<file path="config.mk">
export PLATFORM = sky130hd
export DESIGN_NAME = pipeTop
export DESIGN_NICKNAME = d
export VERILOG_FILES = /design/src/pipeTypesPkg.sv /design/src/excPkg.sv /design/src/pcReg.sv /design/src/ifIdReg.sv /design/src/idExStage.sv /design/src/exMemStage.sv /design/src/memWbReg.sv /design/src/hazardCtrl.sv /design/src/pipeTop.sv
export SDC_FILE = /design/constraint.sdc
export NUM_CORES = 1
export LEC_CHECK = 0
export ABC_CLOCK_PERIOD_IN_PS = 8900
export BUFFER_PORTS_ARGS = -buffer_cell sky130_fd_sc_hd__buf_2
export CAP_MARGIN = 40
export CORE_MARGIN = 8
export CORE_UTILIZATION = 41
export CTS_CLUSTER_DIAMETER = 120
export CTS_CLUSTER_SIZE = 12
export DETAILED_ROUTE_END_ITERATION = 12
export PLACE_DENSITY = 0.58
export SETUP_SLACK_MARGIN = 0.02
export SYNTH_ARGS = -nofsm -noshare
export SYNTH_HDL_FRONTEND = slang
export SYNTH_SLANG_ARGS = --single-unit
</file>
<file path="constraint.sdc">
create_clock -name clk -period 8.9 [get_ports clk]
set_clock_uncertainty 0.05 [all_clocks]
set_input_delay 0.445 -clock clk [delete_from_list [all_inputs] [get_ports clk]]
set_output_delay 0.445 -clock clk [all_outputs]
set_load 0.05 [all_outputs]
</file>
<file path="src/pipeTypesPkg.sv">
package pipeTypesPkg;

	// Datapath and address width.
	localparam int XLEN = 32;

	// Instruction field widths.
	localparam int REG_BITS = 5;
	localparam int OPC_BITS = 6;
	localparam int FUNCT_BITS = 6;
	localparam int IMM_BITS = 16;

	// Primary opcode values of the decoded instructions.
	localparam logic [OPC_BITS-1:0] OPC_SPECIAL = 6'h00;
	localparam logic [OPC_BITS-1:0] OPC_LH = 6'h21;
	localparam logic [OPC_BITS-1:0] OPC_LW = 6'h23;
	localparam logic [OPC_BITS-1:0] OPC_SH = 6'h29;
	localparam logic [OPC_BITS-1:0] OPC_SW = 6'h2b;

	// Funct value of ADD under the SPECIAL opcode.
	localparam logic [FUNCT_BITS-1:0] FUNCT_ADD = 6'h20;

	// OP_NOP is zero so a cleared stage register reads as a bubble.
	typedef enum logic [2:0] {
		OP_NOP = 3'd0,
		OP_ADD = 3'd1,
		OP_LW = 3'd2,
		OP_LH = 3'd3,
		OP_SW = 3'd4,
		OP_SH = 3'd5,
		OP_BAD = 3'd6
	} opKind;

	typedef enum logic {SZ_WORD = 1'b0, SZ_HALF = 1'b1} memSize;

endpackage

</file>
<file path="src/excPkg.sv">
package excPkg;

	// MIPS cause register codes for the exceptions this core detects.
	typedef enum logic [4:0] {
		EXC_NONE = 5'd0,
		EXC_ADEL = 5'd4,
		EXC_ADES = 5'd5,
		EXC_RI = 5'd10,
		EXC_OV = 5'd12
	} excCode;

	// Boot ROM entry point.
	localparam logic [31:0] RESET_PC_DEF = 32'hbfc0_0000;

	// General exception entry while BEV is set.
	localparam logic [31:0] EXC_VECTOR_DEF = 32'hbfc0_0380;

endpackage

</file>
<file path="src/pcReg.sv">
`timescale 1ns/1ps

module pcReg #(
	parameter logic [pipeTypesPkg::XLEN-1:0] resetPc = excPkg::RESET_PC_DEF,
	parameter logic [pipeTypesPkg::XLEN-1:0] excVector = excPkg::EXC_VECTOR_DEF
) (
	input logic clk,
	input logic rst,
	input logic pcWr,
	input logic excTake,
	input logic redirect,
	input logic [pipeTypesPkg::XLEN-1:0] redirectPc,
	output logic [pipeTypesPkg::XLEN-1:0] pc,
	output logic fetchAdel
);

	// An exception beats a redirect, which beats sequential fetch.
	always_ff @(posedge clk) begin
		if (!rst) begin
			pc <= resetPc;
		end else if (pcWr) begin
			if (excTake)
				pc <= excVector;
			else if (redirect)
				pc <= redirectPc;
			else
				pc <= pc + pipeTypesPkg::XLEN'(4);
		end
	end

	// Instruction fetches must be word aligned.
	assign fetchAdel = (pc[1:0] != 2'b00);

endmodule

</file>
<file path="src/ifIdReg.sv">
`timescale 1ns/1ps

module ifIdReg (
	input logic clk,
	input logic rst,
	input logic wr,
	input logic flush,
	input logic [pipeTypesPkg::XLEN-1:0] pc,
	input logic [pipeTypesPkg::XLEN-1:0] instr,
	input logic [pipeTypesPkg::XLEN-1:0] rsVal,
	input logic [pipeTypesPkg::XLEN-1:0] rtVal,
	input logic fetchAdel,
	output logic idValid,
	output logic [pipeTypesPkg::XLEN-1:0] idPc,
	output logic [pipeTypesPkg::XLEN-1:0] idInstr,
	output logic [pipeTypesPkg::XLEN-1:0] idRs,
	output logic [pipeTypesPkg::XLEN-1:0] idRt,
	output logic idAdel
);

	// A cleared entry holds an all-zero word, which decodes as a NOP.
	always_ff @(posedge clk) begin
		if (!rst || flush) begin
			idValid <= 1'b0;
			idPc <= '0;
			idInstr <= '0;
			idRs <= '0;
			idRt <= '0;
			idAdel <= 1'b0;
		end else if (wr) begin
			idValid <= 1'b1;
			idPc <= pc;
			idInstr <= instr;
			idRs <= rsVal;
			idRt <= rtVal;
			idAdel <= fetchAdel;
		end
	end

endmodule

</file>
<file path="src/idExStage.sv">
`timescale 1ns/1ps

module idExStage (
	input logic clk,
	input logic rst,
	input logic wr,
	input logic flush,
	input logic idValid,
	input logic [pipeTypesPkg::XLEN-1:0] idPc,
	input logic [pipeTypesPkg::XLEN-1:0] idInstr,
	input logic [pipeTypesPkg::XLEN-1:0] idRs,
	input logic [pipeTypesPkg::XLEN-1:0] idRt,
	input logic idAdel,
	output logic exValid,
	output logic [pipeTypesPkg::XLEN-1:0] exPc,
	output pipeTypesPkg::opKind exOp,
	output pipeTypesPkg::memSize exSize,
	output logic [pipeTypesPkg::REG_BITS-1:0] exRd,
	output logic [pipeTypesPkg::XLEN-1:0] exA,
	output logic [pipeTypesPkg::XLEN-1:0] exB,
	output logic [pipeTypesPkg::XLEN-1:0] exImm,
	output excPkg::excCode exExc
);

	logic [pipeTypesPkg::OPC_BITS-1:0] opc;
	logic [pipeTypesPkg::FUNCT_BITS-1:0] funct;
	pipeTypesPkg::opKind op;
	pipeTypesPkg::memSize size;
	logic [pipeTypesPkg::REG_BITS-1:0] rd;
	logic [pipeTypesPkg::XLEN-1:0] imm;
	excPkg::excCode exc;

	assign opc = idInstr[pipeTypesPkg::XLEN-1 -: pipeTypesPkg::OPC_BITS];
	assign funct = idInstr[pipeTypesPkg::FUNCT_BITS-1:0];

	always_comb begin
		op = pipeTypesPkg::OP_BAD;
		if (idInstr == '0) begin
			op = pipeTypesPkg::OP_NOP;
		end else begin
			case (opc)
				pipeTypesPkg::OPC_SPECIAL:
					if (funct == pipeTypesPkg::FUNCT_ADD)
						op = pipeTypesPkg::OP_ADD;
				pipeTypesPkg::OPC_LW: op = pipeTypesPkg::OP_LW;
				pipeTypesPkg::OPC_LH: op = pipeTypesPkg::OP_LH;
				pipeTypesPkg::OPC_SW: op = pipeTypesPkg::OP_SW;
				pipeTypesPkg::OPC_SH: op = pipeTypesPkg::OP_SH;
				default: op = pipeTypesPkg::OP_BAD;
			endcase
		end
	end

	assign size = (op == pipeTypesPkg::OP_LH || op == pipeTypesPkg::OP_SH) ?
		pipeTypesPkg::SZ_HALF : pipeTypesPkg::SZ_WORD;

	assign imm = {{(pipeTypesPkg::XLEN - pipeTypesPkg::IMM_BITS){idInstr[pipeTypesPkg::IMM_BITS-1]}},
		idInstr[pipeTypesPkg::IMM_BITS-1:0]};

	// ADD writes rd, loads write rt; everything else writes nothing.
	always_comb begin
		rd = '0;
		if (op == pipeTypesPkg::OP_ADD)
			rd = idInstr[15:11];
		else if (op == pipeTypesPkg::OP_LW || op == pipeTypesPkg::OP_LH)
			rd = idInstr[20:16];
	end

	// A fetch error outranks whatever the fetched word decodes to.
	always_comb begin
		exc = excPkg::EXC_NONE;
		if (idValid && idAdel)
			exc = excPkg::EXC_ADEL;
		else if (idValid && op == pipeTypesPkg::OP_BAD)
			exc = excPkg::EXC_RI;
	end

	always_ff @(posedge clk) begin
		if (!rst || flush) begin
			exValid <= 1'b0;
			exOp <= pipeTypesPkg::OP_NOP;
			exSize <= pipeTypesPkg::SZ_WORD;
			exExc <= excPkg::EXC_NONE;
		end else if (wr) begin
			exValid <= idValid;
			exOp <= op;
			exSize <= size;
			exExc <= exc;
		end
	end

	always_ff @(posedge clk) begin
		if (wr) begin
			exPc <= idPc;
			exRd <= rd;
			exA <= idRs;
			exB <= idRt;
			exImm <= imm;
		end
	end

endmodule

</file>
<file path="src/exMemStage.sv">
`timescale 1ns/1ps

module exMemStage (
	input logic clk,
	input logic rst,
	input logic wr,
	input logic flush,
	input logic exValid,
	input logic [pipeTypesPkg::XLEN-1:0] exPc,
	input pipeTypesPkg::opKind exOp,
	input pipeTypesPkg::memSize exSize,
	input logic [pipeTypesPkg::REG_BITS-1:0] exRd,
	input logic [pipeTypesPkg::XLEN-1:0] exA,
	input logic [pipeTypesPkg::XLEN-1:0] exB,
	input logic [pipeTypesPkg::XLEN-1:0] exImm,
	input excPkg::excCode exExc,
	output logic memValid,
	output logic [pipeTypesPkg::XLEN-1:0] memPc,
	output pipeTypesPkg::opKind memOp,
	output logic [pipeTypesPkg::REG_BITS-1:0] memRd,
	output logic [pipeTypesPkg::XLEN-1:0] memResult,
	output logic memExc,
	output excPkg::excCode memCode,
	output logic [pipeTypesPkg::XLEN-1:0] memBadAddr
);

	localparam int MSB = pipeTypesPkg::XLEN - 1;

	logic isAdd;
	logic isLoad;
	logic isStore;
	logic [MSB:0] addend;
	logic [MSB:0] sum;
	logic overflow;
	logic misaligned;
	excPkg::excCode code;
	logic [MSB:0] badAddr;

	assign isAdd = (exOp == pipeTypesPkg::OP_ADD);
	assign isLoad = (exOp == pipeTypesPkg::OP_LW || exOp == pipeTypesPkg::OP_LH);
	assign isStore = (exOp == pipeTypesPkg::OP_SW || exOp == pipeTypesPkg::OP_SH);

	// Memory operations form their effective address in the same adder.
	assign addend = isAdd ? exB : exImm;
	assign sum = exA + addend;

	// Signed overflow means equal operand signs and a result sign that differs.
	assign overflow = isAdd && (exA[MSB] == exB[MSB]) && (sum[MSB] != exA[MSB]);

	assign misaligned = (exSize == pipeTypesPkg::SZ_WORD) ? (sum[1:0] != 2'b00) : sum[0];

	always_comb begin
		code = excPkg::EXC_NONE;
		badAddr = '0;
		if (exExc != excPkg::EXC_NONE) begin
			code = exExc;
			badAddr = exPc;
		end else if (overflow) begin
			code = excPkg::EXC_OV;
		end else if (isStore && misaligned) begin
			code = excPkg::EXC_ADES;
			badAddr = sum;
		end else if (isLoad && misaligned) begin
			code = excPkg::EXC_ADEL;
			badAddr = sum;
		end
	end

	always_ff @(posedge clk) begin
		if (!rst || flush) begin
			memValid <= 1'b0;
			memOp <= pipeTypesPkg::OP_NOP;
			memExc <= 1'b0;
			memCode <= excPkg::EXC_NONE;
		end else if (wr) begin
			memValid <= exValid;
			memOp <= exOp;
			memExc <= exValid && (code != excPkg::EXC_NONE);
			memCode <= code;
		end
	end

	always_ff @(posedge clk) begin
		if (wr) begin
			memPc <= exPc;
			memRd <= exRd;
			memResult <= sum;
			memBadAddr <= badAddr;
		end
	end

endmodule

</file>
<file path="src/memWbReg.sv">
`timescale 1ns/1ps

module memWbReg (
	input logic clk,
	input logic rst,
	input logic wr,
	input logic flush,
	input logic memValid,
	input logic [pipeTypesPkg::XLEN-1:0] memPc,
	input pipeTypesPkg::opKind memOp,
	input logic [pipeTypesPkg::REG_BITS-1:0] memRd,
	input logic [pipeTypesPkg::XLEN-1:0] memResult,
	input logic memExc,
	input excPkg::excCode memCode,
	input logic [pipeTypesPkg::XLEN-1:0] memBadAddr,
	output logic retireValid,
	output logic [pipeTypesPkg::XLEN-1:0] retirePc,
	output pipeTypesPkg::opKind retireOp,
	output logic [pipeTypesPkg::REG_BITS-1:0] retireRd,
	output logic [pipeTypesPkg::XLEN-1:0] retireResult,
	output logic retireWrite,
	output logic excValid,
	output excPkg::excCode excCode,
	output logic [pipeTypesPkg::XLEN-1:0] excPc,
	output logic [pipeTypesPkg::XLEN-1:0] badVAddr
);

	logic retVld;
	logic excVld;
	logic rfWr;
	logic [pipeTypesPkg::XLEN-1:0] wbPc;

	always_ff @(posedge clk) begin
		if (!rst || flush) begin
			retVld <= 1'b0;
			excVld <= 1'b0;
			rfWr <= 1'b0;
			retireOp <= pipeTypesPkg::OP_NOP;
			excCode <= excPkg::EXC_NONE;
		end else if (wr) begin
			retVld <= memValid && !memExc;
			excVld <= memValid && memExc;
			rfWr <= memValid && !memExc && (memOp == pipeTypesPkg::OP_ADD ||
				memOp == pipeTypesPkg::OP_LW || memOp == pipeTypesPkg::OP_LH);
			retireOp <= memOp;
			excCode <= memCode;
		end
	end

	always_ff @(posedge clk) begin
		if (wr) begin
			wbPc <= memPc;
			retireRd <= memRd;
			retireResult <= memResult;
			badVAddr <= memBadAddr;
		end
	end

	// A held entry is reported once, in the cycle it finally moves on.
	assign retireValid = retVld && wr;
	assign excValid = excVld && wr;
	assign retireWrite = rfWr && wr;
	assign retirePc = wbPc;
	assign excPc = wbPc;

endmodule

</file>
<file path="src/hazardCtrl.sv">
`timescale 1ns/1ps

module hazardCtrl (
	input logic stall,
	input logic redirect,
	input logic memExc,
	output logic pcWr,
	output logic ifIdWr,
	output logic idExWr,
	output logic exMemWr,
	output logic memWbWr,
	output logic ifFlush,
	output logic idFlush,
	output logic exFlush,
	output logic memFlush,
	output logic excTake
);

	logic advance;

	// An exception in EX/MEM is taken at once, even under a stall.
	assign excTake = memExc;
	assign advance = !stall;

	// The faulting entry moves into MEM/WB while the PC loads the vector.
	assign pcWr = advance || excTake;
	assign memWbWr = advance || excTake;

	// Younger stages are flushed on an exception, so their enables only follow stall.
	assign ifIdWr = advance;
	assign idExWr = advance;
	assign exMemWr = advance;

	// A redirect drops the word fetched alongside it.
	assign ifFlush = excTake || (redirect && advance);
	assign idFlush = excTake;
	assign exFlush = excTake;

	// MEM/WB keeps the faulting entry, so nothing clears it.
	assign memFlush = 1'b0;

endmodule

</file>
<file path="src/pipeTop.sv">
`timescale 1ns/1ps

module pipeTop #(
	parameter logic [pipeTypesPkg::XLEN-1:0] resetPc = excPkg::RESET_PC_DEF,
	parameter logic [pipeTypesPkg::XLEN-1:0] excVector = excPkg::EXC_VECTOR_DEF
) (
	input logic clk,
	input logic rst,
	input logic [pipeTypesPkg::XLEN-1:0] instr,
	input logic [pipeTypesPkg::XLEN-1:0] rsVal,
	input logic [pipeTypesPkg::XLEN-1:0] rtVal,
	input logic stall,
	input logic redirect,
	input logic [pipeTypesPkg::XLEN-1:0] redirectPc,
	output logic [pipeTypesPkg::XLEN-1:0] fetchPc,
	output logic retireValid,
	output logic [pipeTypesPkg::XLEN-1:0] retirePc,
	output pipeTypesPkg::opKind retireOp,
	output logic [pipeTypesPkg::REG_BITS-1:0] retireRd,
	output logic [pipeTypesPkg::XLEN-1:0] retireResult,
	output logic retireWrite,
	output logic excValid,
	output excPkg::excCode excCode,
	output logic [pipeTypesPkg::XLEN-1:0] excPc,
	output logic [pipeTypesPkg::XLEN-1:0] badVAddr
);

	localparam int W = pipeTypesPkg::XLEN;
	localparam int R = pipeTypesPkg::REG_BITS;

	logic pcWr, ifIdWr, idExWr, exMemWr, memWbWr;
	logic ifFlush, idFlush, exFlush, memFlush, excTake;
	logic fetchAdel;

	logic idValid, idAdel;
	logic [W-1:0] idPc, idInstr, idRs, idRt;

	logic exValid;
	logic [W-1:0] exPc, exA, exB, exImm;
	logic [R-1:0] exRd;
	pipeTypesPkg::opKind exOp;
	pipeTypesPkg::memSize exSize;
	excPkg::excCode exExc;

	logic memValid, memExc;
	logic [W-1:0] memPc, memResult, memBadAddr;
	logic [R-1:0] memRd;
	pipeTypesPkg::opKind memOp;
	excPkg::excCode memCode;

	pcReg #(.resetPc(resetPc), .excVector(excVector)) i_pcReg (
		.clk(clk), .rst(rst), .pcWr(pcWr), .excTake(excTake), .redirect(redirect),
		.redirectPc(redirectPc), .pc(fetchPc), .fetchAdel(fetchAdel));

	ifIdReg i_ifIdReg (
		.clk(clk), .rst(rst), .wr(ifIdWr), .flush(ifFlush), .pc(fetchPc), .instr(instr),
		.rsVal(rsVal), .rtVal(rtVal), .fetchAdel(fetchAdel), .idValid(idValid),
		.idPc(idPc), .idInstr(idInstr), .idRs(idRs), .idRt(idRt), .idAdel(idAdel));

	idExStage i_idExStage (
		.clk(clk), .rst(rst), .wr(idExWr), .flush(idFlush), .idValid(idValid),
		.idPc(idPc), .idInstr(idInstr), .idRs(idRs), .idRt(idRt), .idAdel(idAdel),
		.exValid(exValid), .exPc(exPc), .exOp(exOp), .exSize(exSize), .exRd(exRd),
		.exA(exA), .exB(exB), .exImm(exImm), .exExc(exExc));

	exMemStage i_exMemStage (
		.clk(clk), .rst(rst), .wr(exMemWr), .flush(exFlush), .exValid(exValid),
		.exPc(exPc), .exOp(exOp), .exSize(exSize), .exRd(exRd), .exA(exA), .exB(exB),
		.exImm(exImm), .exExc(exExc), .memValid(memValid), .memPc(memPc), .memOp(memOp),
		.memRd(memRd), .memResult(memResult), .memExc(memExc), .memCode(memCode),
		.memBadAddr(memBadAddr));

	memWbReg i_memWbReg (
		.clk(clk), .rst(rst), .wr(memWbWr), .flush(memFlush), .memValid(memValid),
		.memPc(memPc), .memOp(memOp), .memRd(memRd), .memResult(memResult),
		.memExc(memExc), .memCode(memCode), .memBadAddr(memBadAddr),
		.retireValid(retireValid), .retirePc(retirePc), .retireOp(retireOp),
		.retireRd(retireRd), .retireResult(retireResult), .retireWrite(retireWrite),
		.excValid(excValid), .excCode(excCode), .excPc(excPc), .badVAddr(badVAddr));

	hazardCtrl i_hazardCtrl (
		.stall(stall), .redirect(redirect), .memExc(memExc), .pcWr(pcWr),
		.ifIdWr(ifIdWr), .idExWr(idExWr), .exMemWr(exMemWr), .memWbWr(memWbWr),
		.ifFlush(ifFlush), .idFlush(idFlush), .exFlush(exFlush), .memFlush(memFlush),
		.excTake(excTake));

endmodule

</file>
==> summary.md, run 1 <==
| Metric | Value |
|---|---|
| Outcome | `finished clean` |
| CP Data Required Time | `9.17 ns` |
| Fill cells | `4,272` |
| GRT Resource Usage Total | `18.2%` |
| Total core area | `47,800 um^2` |
| Final Hold Fails | `0` |
| Crit path max fanout | `35` |
| Vias in the first global route | `12,900` |
| Async SR Flop Fraction | `0%` |
| Grt met1 use | `26.0%` |
| Hold Crit Class | `in -> reg` |
| Global routing usage on met3 | `3.61%` |
| Final core occ | `48.4%` |
| Cells after Synth | `1,521` |
| R2r startpoint | `i_idExStage.exOp[1]` |
| Max Fclk | `239 MHz` |
| Period minus WS final | `4.19 ns` |
| Port bufs | `306` |
| Vias | `12,800` |
| Sum Neg Setup Slack | `0 ns` |
| WL final | `52.2 mm` |
| Post-synthesis sequential area ratio | `67.0%` |
| Pins Over Slew Limit | `0` |
| CTS Hold Buffers Added | `0` |
| Die height | `236 um` |
| Row cnt | `80` |
| Max clock buf depth | `3` |
| Pre-antenna DRT Iters | `5` |
| Total CTS buffers | `48` |
| Worst VDD drop | `121 uV` |
| Worst r2r path cells | `13` |
| H-tree levels | `2` |
| Vias per cell | `5.25` |
| RSZ-0062 raised after global routing | `no` |
| Period utilisation layout | `47.1%` |
| Setup crit start | `i_idExStage.exOp[1]` |
| Num ports | `308` |
| Hold depth | `3` |
| Commonest non-fill, non-tap cell in the layout | `edfxtp_1` |
| Crit path arrival time | `4.46 ns` |
| Number of synthesized flops with an enable pin | `319` |
| Number of synthesized register bits | `507` |
| First-pass GRT wire length | `79.6 mm` |
| Slew @ Worst Pin | `0.915 ns` |
| Normalized max-slew margin | `39.0%` |
| TritonCTS clock tree | `done` |
| Layout Nets | `1,941` |
| Cts repair resizes | `0` |
| Syn Nets | `1,686` |
| DIE WIDTH | `236 um` |
| RR Endpoint | `i_exMemStage.memBadAddr[30]` |
| DRT iter0 DRCs | `825` |
| R2R Setup Slk | `4.71 ns` |
| Met2 usage | `28.3%` |
| Library cells used by synthesis | `82` |
| Largest net degree at the start of global routing | `123` |
| Grt total ovfl | `0` |
| DR WL/cell | `21.4 um` |
| Initial antenna violation count | `1` |
| Warnings from Yosys | `0` |
| P_leak | `9.42 nW` |
| CP endpoint kind | `flop` |
| Synthesized cell area | `19,900 um^2` |
| Power density over cell area | `233 nW/um^2` |
| Synth-to-layout area growth | `16.4%` |
| Routability congestion estimate | `0.891` |
| Post-DP HPWL | `37.3 mm` |
| CP endpoint | `i_exMemStage.memBadAddr[30]` |
| Clock latency reported for the late side of the worst-skew pair | `0.58 ns` |
| Postcts setup bufs | `0` |
| Most Used Layer, Global Route | `met2` |
| Layout cells sized above 1 | `23.0%` |
| Max Cap Viol | `0` |
| Main synth FF type | `edfxtp_1` |
| DRC Markers | `0` |
| DIE AREA | `55,900 um^2` |
| Antenna Violating Nets Remaining | `0` |
| Clk slew on worst S/H paths | `0.06 ns` |
| Endpoints failing setup | `0` |
| WS Path Type | `reg -> reg` |
| Setup crit start kind | `flop` |
| Commonest non-fill, non-tap cells in the layout | `edfxtp_1 (319), buf_2 (305), nor2_1 (219), dfxtp_1 (188), mux2i_1 (135)` |
| Clock sink count | `507` |
| Syn_area_per_cell | `13.1 um^2` |
| Starting density of the core | `41.6%` |
| CTS Root Buffer Type | `clkbuf_16` |
[critical path, cell delays in order, from the launching register on]
cell       delay [ns]
dfxtp_1          0.37
nor3b_4          0.19
buf_4            0.40
mux2_2           0.39
ha_1             0.23
fa_1             0.44
a21oi_1          0.20
o211ai_1         0.18
a21oi_1          0.31
o21ai_0          0.24
a31oi_1          0.33
o2111ai_1        0.19
xor2_1           0.18
a22o_1           0.20
[cell type report]
type                            instances  area [um^2]  area share, %
Multi-Input combinational cell        887         5950           25.7
Clock inverter                          3         28.8          0.124
Tap cell                              615          769           3.32
Antenna cell                            1         2.50         0.0108
Clock buffer                           87         1370           5.90
Sequential cell                       507        13300           57.6
Timing Repair Buffer                  318         1660           7.15
Inverter                               14         62.6          0.270
[synth_stat cells (18+ instances only)]
cell type | number | share of area, %
ha_1 | 32 | 2.0
xnor2_1 | 20 | 0.88
o21ai_0 | 37 | 0.93
a22o_1 | 37 | 1.6
nand2_1 | 74 | 1.4
nor2_1 | 220 | 4.1
mux2i_1 | 135 | 6.8
dfxtp_1 | 188 | 19
clkbuf_1 | 57 | 1.1
buf_4 | 33 | 1.2
edfxtp_1 | 319 | 48
a21oi_1 | 71 | 1.8
nand3_1 | 29 | 0.73
a21o_1 | 27 | 1.0
nor3_1 | 18 | 0.45
[stage by stage]
| stage | instances | total power, mW | hold slack [ns] | instance area (um^2) | setup WS [ns] |
|---|---|---|---|---|---|
| 6_report | 2432 | 5.39 | 0.0434 | 23200 | 4.71 |
| 5_1_grt | 2431 | 5.61 | 0.0322 | 23200 | 4.38 |
| 4_1_cts | 2431 | 5.45 | 0.00664 | 23200 | 4.73 |
| 3_5_place_dp | 2341 | 3.57 | 0.355 | 21800 | 4.75 |
| 3_3_place_gp | 2339 | 3.56 | 0.352 | 21700 | 4.79 |
| 2_1_floorplan | 1521 | 3.35 | 0.350 | 19900 | 0.803 |
[cells by family (layout without fill, tap and decap cells)]
group                    after synthesis  in the layout  synth area share, %
buffers and inverters                127            422                 3.23
multiplexers                         152            152                 7.77
adder cells (fa/ha/maj)               33             33                 2.11
other                                  1              2               0.0188
AO/OA/AOI/OAI                        265            265                 9.57
AND/OR/NAND/NOR                      406            406                 8.97
flip-flops                           507            507                 67.0
XOR/XNOR                              30             30                 1.32
[report_power, final]
part / total, mW / internal [mW] / switching [mW]
clock network: 1.88 / 1.04 / 0.841
logic: 0.723 / 0.217 / 0.506
registers: 2.79 / 2.70 / 0.0954
[per-layer routing]
layer / up-vias / share of wire (%)
met2: 406 / 45
met4: 0 / 1.9
met3: 59 / 6.2
li1: 6078 / -
met5: - / 0
met1: 6220 / 47
[how the worst min path moves through the flow]
stage                                      end                        from
floorplan                i_exMemStage.memRd[0]         i_idExStage.exRd[0]
global route              i_ifIdReg.idInstr[6]                    instr[6]
finish                   i_ifIdReg.idInstr[25]                   instr[25]
global placement    i_memWbReg.retireResult[0]   i_exMemStage.memResult[0]
CTS                      i_ifIdReg.idInstr[29]                   instr[29]
detailed placement      i_memWbReg.badVAddr[8]  i_exMemStage.memBadAddr[8]
(Power assumes the default switching activity.)
==> run 2, diff against run 1 <==
- ABC_CLOCK_PERIOD_IN_PS: 8900 -> 3900
- clock period: 8.9 -> 3.9 ns (I/O delays scaled with it)
==> run 2 against run 1 <==
  * Global-route usage grew 0.14 points
  * Core utilization up 3.1 points
  * Power rose by 130%
  * Worst hold slack better by 0.0090 ns
  * Routed wire length up 1.9%
  * Count of clock-buffer cells in the layout decreased by 5
  * Final cell count increased by 5.6%
  * Via count rose by 4.4%
  * Maximum frequency rose by 13%
==> summary.md, run 2 (same netlist as run 1, synthesis figures left out) <==
| Metric | Value |
|---|---|
| Fill cells | `4,071` |
| Die height | `236 um` |
| Crit path max fanout | `4` |
| Initial antenna violation count | `1` |
| Final core occ | `51.6%` |
| CP endpoint kind | `flop` |
| Num ports | `308` |
| Switch Pwr | `3.30 mW` |
| Clock latency reported for the late side of the worst-skew pair | `0.58 ns` |
| Period minus WS final | `3.70 ns` |
| Reg power frac | `51.5%` |
| Placed inst area | `21,900 um^2` |
| Slew @ Worst Pin | `0.910 ns` |
| Sw Ratio | `26.7%` |
| Comb power frac | `14.5%` |
| Layout cells sized above 1 | `22.5%` |
| Sum Neg Setup Slack | `0 ns` |
| Internal power | `9.07 mW` |
| Power density over cell area | `501 nW/um^2` |
| Hold Slack | `0.0524 ns` |
| Hold Crit Class | `in -> reg` |
| Clock sink count | `507` |
| Post-DP HPWL | `37.4 mm` |
| Pins Over Slew Limit | `0` |
| Routability congestion estimate | `0.881` |
| Period utilisation layout | `94.8%` |
| Cell area after layout | `24,700 um^2` |
| Starting density of the core | `41.6%` |
| Max clock buf depth | `3` |
| Largest net degree at the start of global routing | `118` |
| Synth-to-layout area growth | `23.9%` |
| Grt total ovfl | `0` |
| TritonCTS clock tree | `done` |
| Outcome | `finished clean` |
| Max Fclk | `270 MHz` |
| Vias in the first global route | `13,200` |
| Worst VDD drop | `276 uV` |
| DIE WIDTH | `236 um` |
| WL final | `53.1 mm` |
| Max Cap Viol | `0` |
| Crit path arrival time | `3.97 ns` |
| Clock Power Share | `34.1%` |
| DIE AREA | `55,900 um^2` |
| GRT Resource Usage Total | `18.4%` |
| RSZ-0062 raised after global routing | `yes` |
| H-tree levels | `2` |
| First-pass GRT wire length | `80.1 mm` |
| Normalized max-slew margin | `39.3%` |
| DRC Markers | `0` |
| Total core area | `47,800 um^2` |
| ANT cells | `0` |
| P_leak | `10.1 nW` |
| Layout Nets | `2,084` |
| Total CTS buffers | `48` |
| CTS Root Buffer Type | `clkbuf_16` |
| Pre-antenna DRT Iters | `5` |
| Antenna Violating Nets Remaining | `0` |
| Vias | `13,300` |
| Final Hold Fails | `0` |
| DR WL/cell | `20.7 um` |
| DRT iter0 DRCs | `1,074` |
| Commonest non-fill, non-tap cell in the layout | `edfxtp_1` |
| Endpoints failing setup | `0` |
| Commonest non-fill, non-tap cells in the layout | `edfxtp_1 (319), buf_2 (305), nor2_1 (219), dfxtp_1 (188), mux2i_1 (135)` |
| CP Data Required Time | `4.17 ns` |
| Port bufs | `306` |
| Row cnt | `80` |
| Setup crit start kind | `flop` |
| WS Path Type | `reg -> reg` |
| Vias per cell | `5.18` |
| Clk slew on worst S/H paths | `0.06 ns` |
[run 2: cell count changes in the layout (fill, tap and decap cells not counted), sizes merged]
cell	delta
dlygate4sd3	+128
inv	-1
diode	-1
clkinv	+1
buf	+15
clkbuf	-5
[run 2: final cells by class]
class	instances	area [um^2]	share of cell area [%]
flip-flops and latches	507	13300	54.1
well taps	615	769	3.12
clock buffers	82	1330	5.39
multi-input cells	887	6020	24.4
clock inverters	3	36.3	0.147
repair buffers	461	3110	12.6
inverters	14	62.6	0.254
[run 2: final timing paths]
check / start / endpoint / slack (ns) / cells past startpoint
worst max register to register: i_idExStage.exOp[0] / i_exMemStage.memBadAddr[20] / 0.20 / 12
worst min-delay path: redirectPc[11] / i_pcReg.pc[11] / 0.05 / 3
worst min register to register: i_exMemStage.memPc[28] / i_memWbReg.excPc[28] / 0.37 / 0
worst max-delay path: i_idExStage.exOp[0] / i_exMemStage.memBadAddr[20] / 0.20 / 12
[run 2: critical path, cell delays in order, from the launching register on]
cell and delay [ns]:
dfxtp_1 0.35, nor3b_4 0.32, mux2_2 0.38, ha_1 0.23, fa_2 0.39, a21oi_2 0.16
o211ai_1 0.20, a2111oi_4 0.44, nor2_1 0.15, a221oi_2 0.29, a211o_1 0.18, xnor2_1 0.10
a22o_1 0.21
[run 2: through the flow]
step           cells  setup WS [ns]  total power [mW]
2_1_floorplan   1521         0.0837              7.63
3_3_place_gp    2352          0.135              8.13
3_5_place_dp    2355          0.122              8.16
4_1_cts         2568         0.0871              12.5
5_1_grt         2569         0.0158              12.9
6_report        2569          0.202              12.4
[run 2: what timing repair did]
action | 4_1_cts | 5_1_grt
endpoints found under the setup margin | 0 | 13
hold buffers | 128 | 0
setup buffers | 0 | 1
resized for setup | 0 | 15
endpoints found under the hold margin | 139 | 0
[run 2: power groups by stage]
stage                     Sequential [mW]  Combinational, mW  Clock, mW
after detailed placement             6.49               1.67          0
final                                6.37               1.79       4.22
after global placement               6.48               1.65          0
after floorplan                      6.78              0.854          0
after global routing                 6.41               1.91       4.54
after CTS                            6.37               1.78       4.35
[run 2: routing by layer]
metal | track usage, % | part of all wire, % | vias to the layer above
met5 | 0 | 0 | -
met4 | 6.03 | 2.9 | 0
met3 | 4.70 | 6.9 | 91
met2 | 28.5 | 45 | 450
met1 | 25.0 | 45 | 6436
li1 | - | - | 6343
==> run 3, diff against run 2 <==
- SYNTH_HIERARCHICAL: default -> 1
==> run 3 against run 2 <==
  * Non-clock buffer count increased by 24
  * Critical path type unchanged
  * Sequential share of layout area is 1.2 points lower
  * Largest power group unchanged
  * Critical endpoint is now i_exMemStage/memBadAddr[30]
  * Global-route usage fell by 0.24 points
  * Via count is 0.83% higher
==> summary.md, run 3 <==
| Metric | Value |
|---|---|
| GRT Resource Usage Total | `18.1%` |
| WL final | `53.6 mm` |
| Crit path max fanout | `4` |
| Most frequent cell after synthesis | `edfxtp_1` |
| XOR/XNOR share of the synthesized area | `1.49%` |
| Total Power | `12.4 mW` |
| Period minus WS final | `3.75 ns` |
| Total CTS buffers | `48` |
| Compound-Gate Fraction of Synth Area | `8.66%` |
| Normalized max-slew margin | `39.7%` |
| First-pass GRT wire length | `81.1 mm` |
| Yosys top cell by area | `edfxtp_1` |
| Outcome | `finished clean` |
| Post-synthesis mux area share | `9.02%` |
| Starting density of the core | `41.2%` |
| Number of synthesized register bits | `509` |
| Synthesized cell area | `20,500 um^2` |
| WS Path Type | `reg -> reg` |
| Port bufs | `307` |
| Cells after Synth | `1,534` |
| Critical path's top delay family | `compound AO/OA/AOI/OAI gates` |
| Syn_area_per_cell | `13.4 um^2` |
| Vias | `13,400` |
| Routability congestion estimate | `0.852` |
| Pre-antenna DRT Iters | `5` |
| Post-synthesis sequential area ratio | `65.1%` |
| Setup crit start kind | `flop` |
| DR WL/cell | `20.2 um` |
| H-tree levels | `2` |
| CTS Root Buffer Type | `clkbuf_16` |
| CP bufs+invs | `0` |
| Clock latency reported for the late side of the worst-skew pair | `0.59 ns` |
| Grt total ovfl | `0` |
| Register area | `13,400 um^2` |
| Vias per cell | `5.07` |
| Post-Synth Adder-Cell Area | `2.05%` |
| Sum Neg Setup Slack | `0 ns` |
| Clock sink count | `509` |
| DIE AREA | `57,500 um^2` |
| Crit path arrival time | `4.03 ns` |
| Cell area after layout | `25,300 um^2` |
| Layout Nets | `2,106` |
| TritonCTS clock tree | `done` |
| Die height | `240 um` |
| Num ports | `308` |
| Slew @ Worst Pin | `0.898 ns` |
| Warnings from Yosys | `6` |
| Initial antenna violation count | `1` |
| Fill cells | `4,384` |
| CP Data Required Time | `4.18 ns` |
| Period utilisation layout | `96.2%` |
| CP cell instances | `nor3b_4, mux2_4, ha_4, fa_2, a211oi_4, o211ai_2, a221oi_4, o21ai_4, a2111o_1, a211oi_2, mux2i_1, a221o_1` |
| Clk slew on worst S/H paths | `0.06 ns` |
| Main combinational cell family by area after synthesis | `multiplexers` |
| Endpoints failing setup | `0` |
| Library cells used by synthesis | `82` |
| Multi-input logic area | `6360 um^2` |
| Main area contributors after synthesis | `edfxtp_1 (47%), dfxtp_1 (19%), mux2i_1 (7.2%)` |
| Async SR Flop Fraction | `0%` |
| Antenna Violating Nets Remaining | `0` |
| Commonest non-fill, non-tap cell in the layout | `edfxtp_1` |
| Max Fclk | `267 MHz` |
| Layout cells sized above 1 | `24.9%` |
| Post-DP HPWL | `36.8 mm` |
| Hold Crit Class | `in -> reg` |
| Total core area | `49,900 um^2` |
| ANT cells | `0` |
| Main synth FF type | `edfxtp_1` |
| Largest net degree at the start of global routing | `131` |
| Max Cap Viol | `0` |
| Placed inst area | `22,400 um^2` |
| Simple-gate portion of the synthesized area | `8.70%` |
| DIE WIDTH | `240 um` |
| Critical Path Max Stage Delay | `0.46 ns` |
| Max clock buf depth | `3` |
| Worst VDD drop | `285 uV` |
| P_leak | `10.2 nW` |
| Power density over cell area | `491 nW/um^2` |
| CP endpoint kind | `flop` |
| DRC Markers | `0` |
| Final Hold Fails | `0` |
| Row cnt | `82` |
| Number of synthesized flops with an enable pin | `319` |
| Crit-path slowest cell | `a2111o_1` |
| Synth-to-layout area growth | `23.3%` |
| DRT iter0 DRCs | `808` |
| Vias in the first global route | `13,900` |
| Commonest non-fill, non-tap cells in the layout | `edfxtp_1 (319), buf_2 (307), nor2_1 (194), dfxtp_1 (189), mux2i_1 (148)` |
| Pins Over Slew Limit | `0` |
| RSZ-0062 raised after global routing | `yes` |
| Most frequent cells after synthesis | `edfxtp_1 (319), nor2_1 (195), dfxtp_1 (190), mux2i_1 (148), buf_4 (62)` |
| Top cell type's share of synthesized area | `46.6%` |
[run 3: cell types whose count changed in the layout (fill, tap and decap cells not counted), moves of 8 or more]
cell	before	now
mux2i_1	135	148
mux2_2	16	31
inv_1	11	20
nand2b_1	3	14
a21o_1	27	19
a21oi_1	69	46
nand2_1	73	43
buf_4	20	45
a211oi_1	1	9
nor2_1	219	194
[run 3: logic make-up after synthesis]
kind of cell    Yosys count
other cells               2
simple gates            376
fa+ha+maj                33
mux                     181
flops                   509
buf+inv                 150
compound gates          248
xor+xnor                 35
[run 3: cell type report]
cell class	instances	area share, %
inverter	21	0.341
clock buffer	85	5.29
clock inverter	3	0.133
timing repair buffer	485	13.0
sequential	509	52.8
tap	672	3.32
multi-input combinational	876	25.1
[run 3: repair_timing]
| action | CTS | global route |
|---|---|---|
| pin swaps | 3 | 14 |
| resized for setup | 4 | 28 |
| endpoints found under the setup margin | 5 | 18 |
| buffers inserted | 2 | 5 |
| hold buffers | 125 | 0 |
| hold endpoints to repair | 125 | 0 |
| cloned | 0 | 1 |
[run 3: worst paths after layout]
kind | startpoint | to | slack (ns) | depth (start not counted)
worst max register to register | i_idExStage/exOp[1] | i_exMemStage/memBadAddr[30] | 0.15 | 12
worst min-delay path | redirectPc[6] | i_pcReg/pc[6] | 0.07 | 6
worst max-delay path | i_idExStage/exOp[1] | i_exMemStage/memBadAddr[30] | 0.15 | 12
worst min register to register | i_exMemStage/memResult[7] | i_memWbReg/retireResult[7] | 0.36 | 0
[run 3: per-layer routing]
layer | wire length, um | vias to the layer above | part of all wire (%) | track usage [%]
li1 | - | 6441 | - | -
met1 | 23100 | 6537 | 43 | 23.3
met4 | 1400 | 2 | 2.6 | 5.79
met2 | 26000 | 362 | 49 | 30.9
met5 | 10 | - | 0.019 | 0
met3 | 3090 | 89 | 5.8 | 3.30
[run 3: metrics by stage]
step | setup WS, ns | util, % | cells | hold slack (ns)
2_1_floorplan | -0.107 | - | 1535 | 0.292
3_3_place_gp | 0.0640 | 45.0 | 2430 | 0.352
3_5_place_dp | -0.0558 | 45.0 | 2430 | 0.355
4_1_cts | 0.0327 | 50.3 | 2645 | 0.0380
5_1_grt | -0.00247 | 50.8 | 2651 | 0.0824
6_report | 0.150 | 50.8 | 2651 | 0.0719
[run 3: power by group]
| part | switching (mW) | internal (mW) |
|---|---|---|
| registers | 0.224 | 6.15 |
| logic | 1.17 | 0.641 |
| clock network | 1.94 | 2.32 |
[run 3: worst min-delay path: stages]
cell and delay [ns]:
buf_2 0.08, nand2_1 0.04, o31ai_1 0.06, a32oi_1 0.05, o2bb2ai_1 0.12, and2_1 0.12
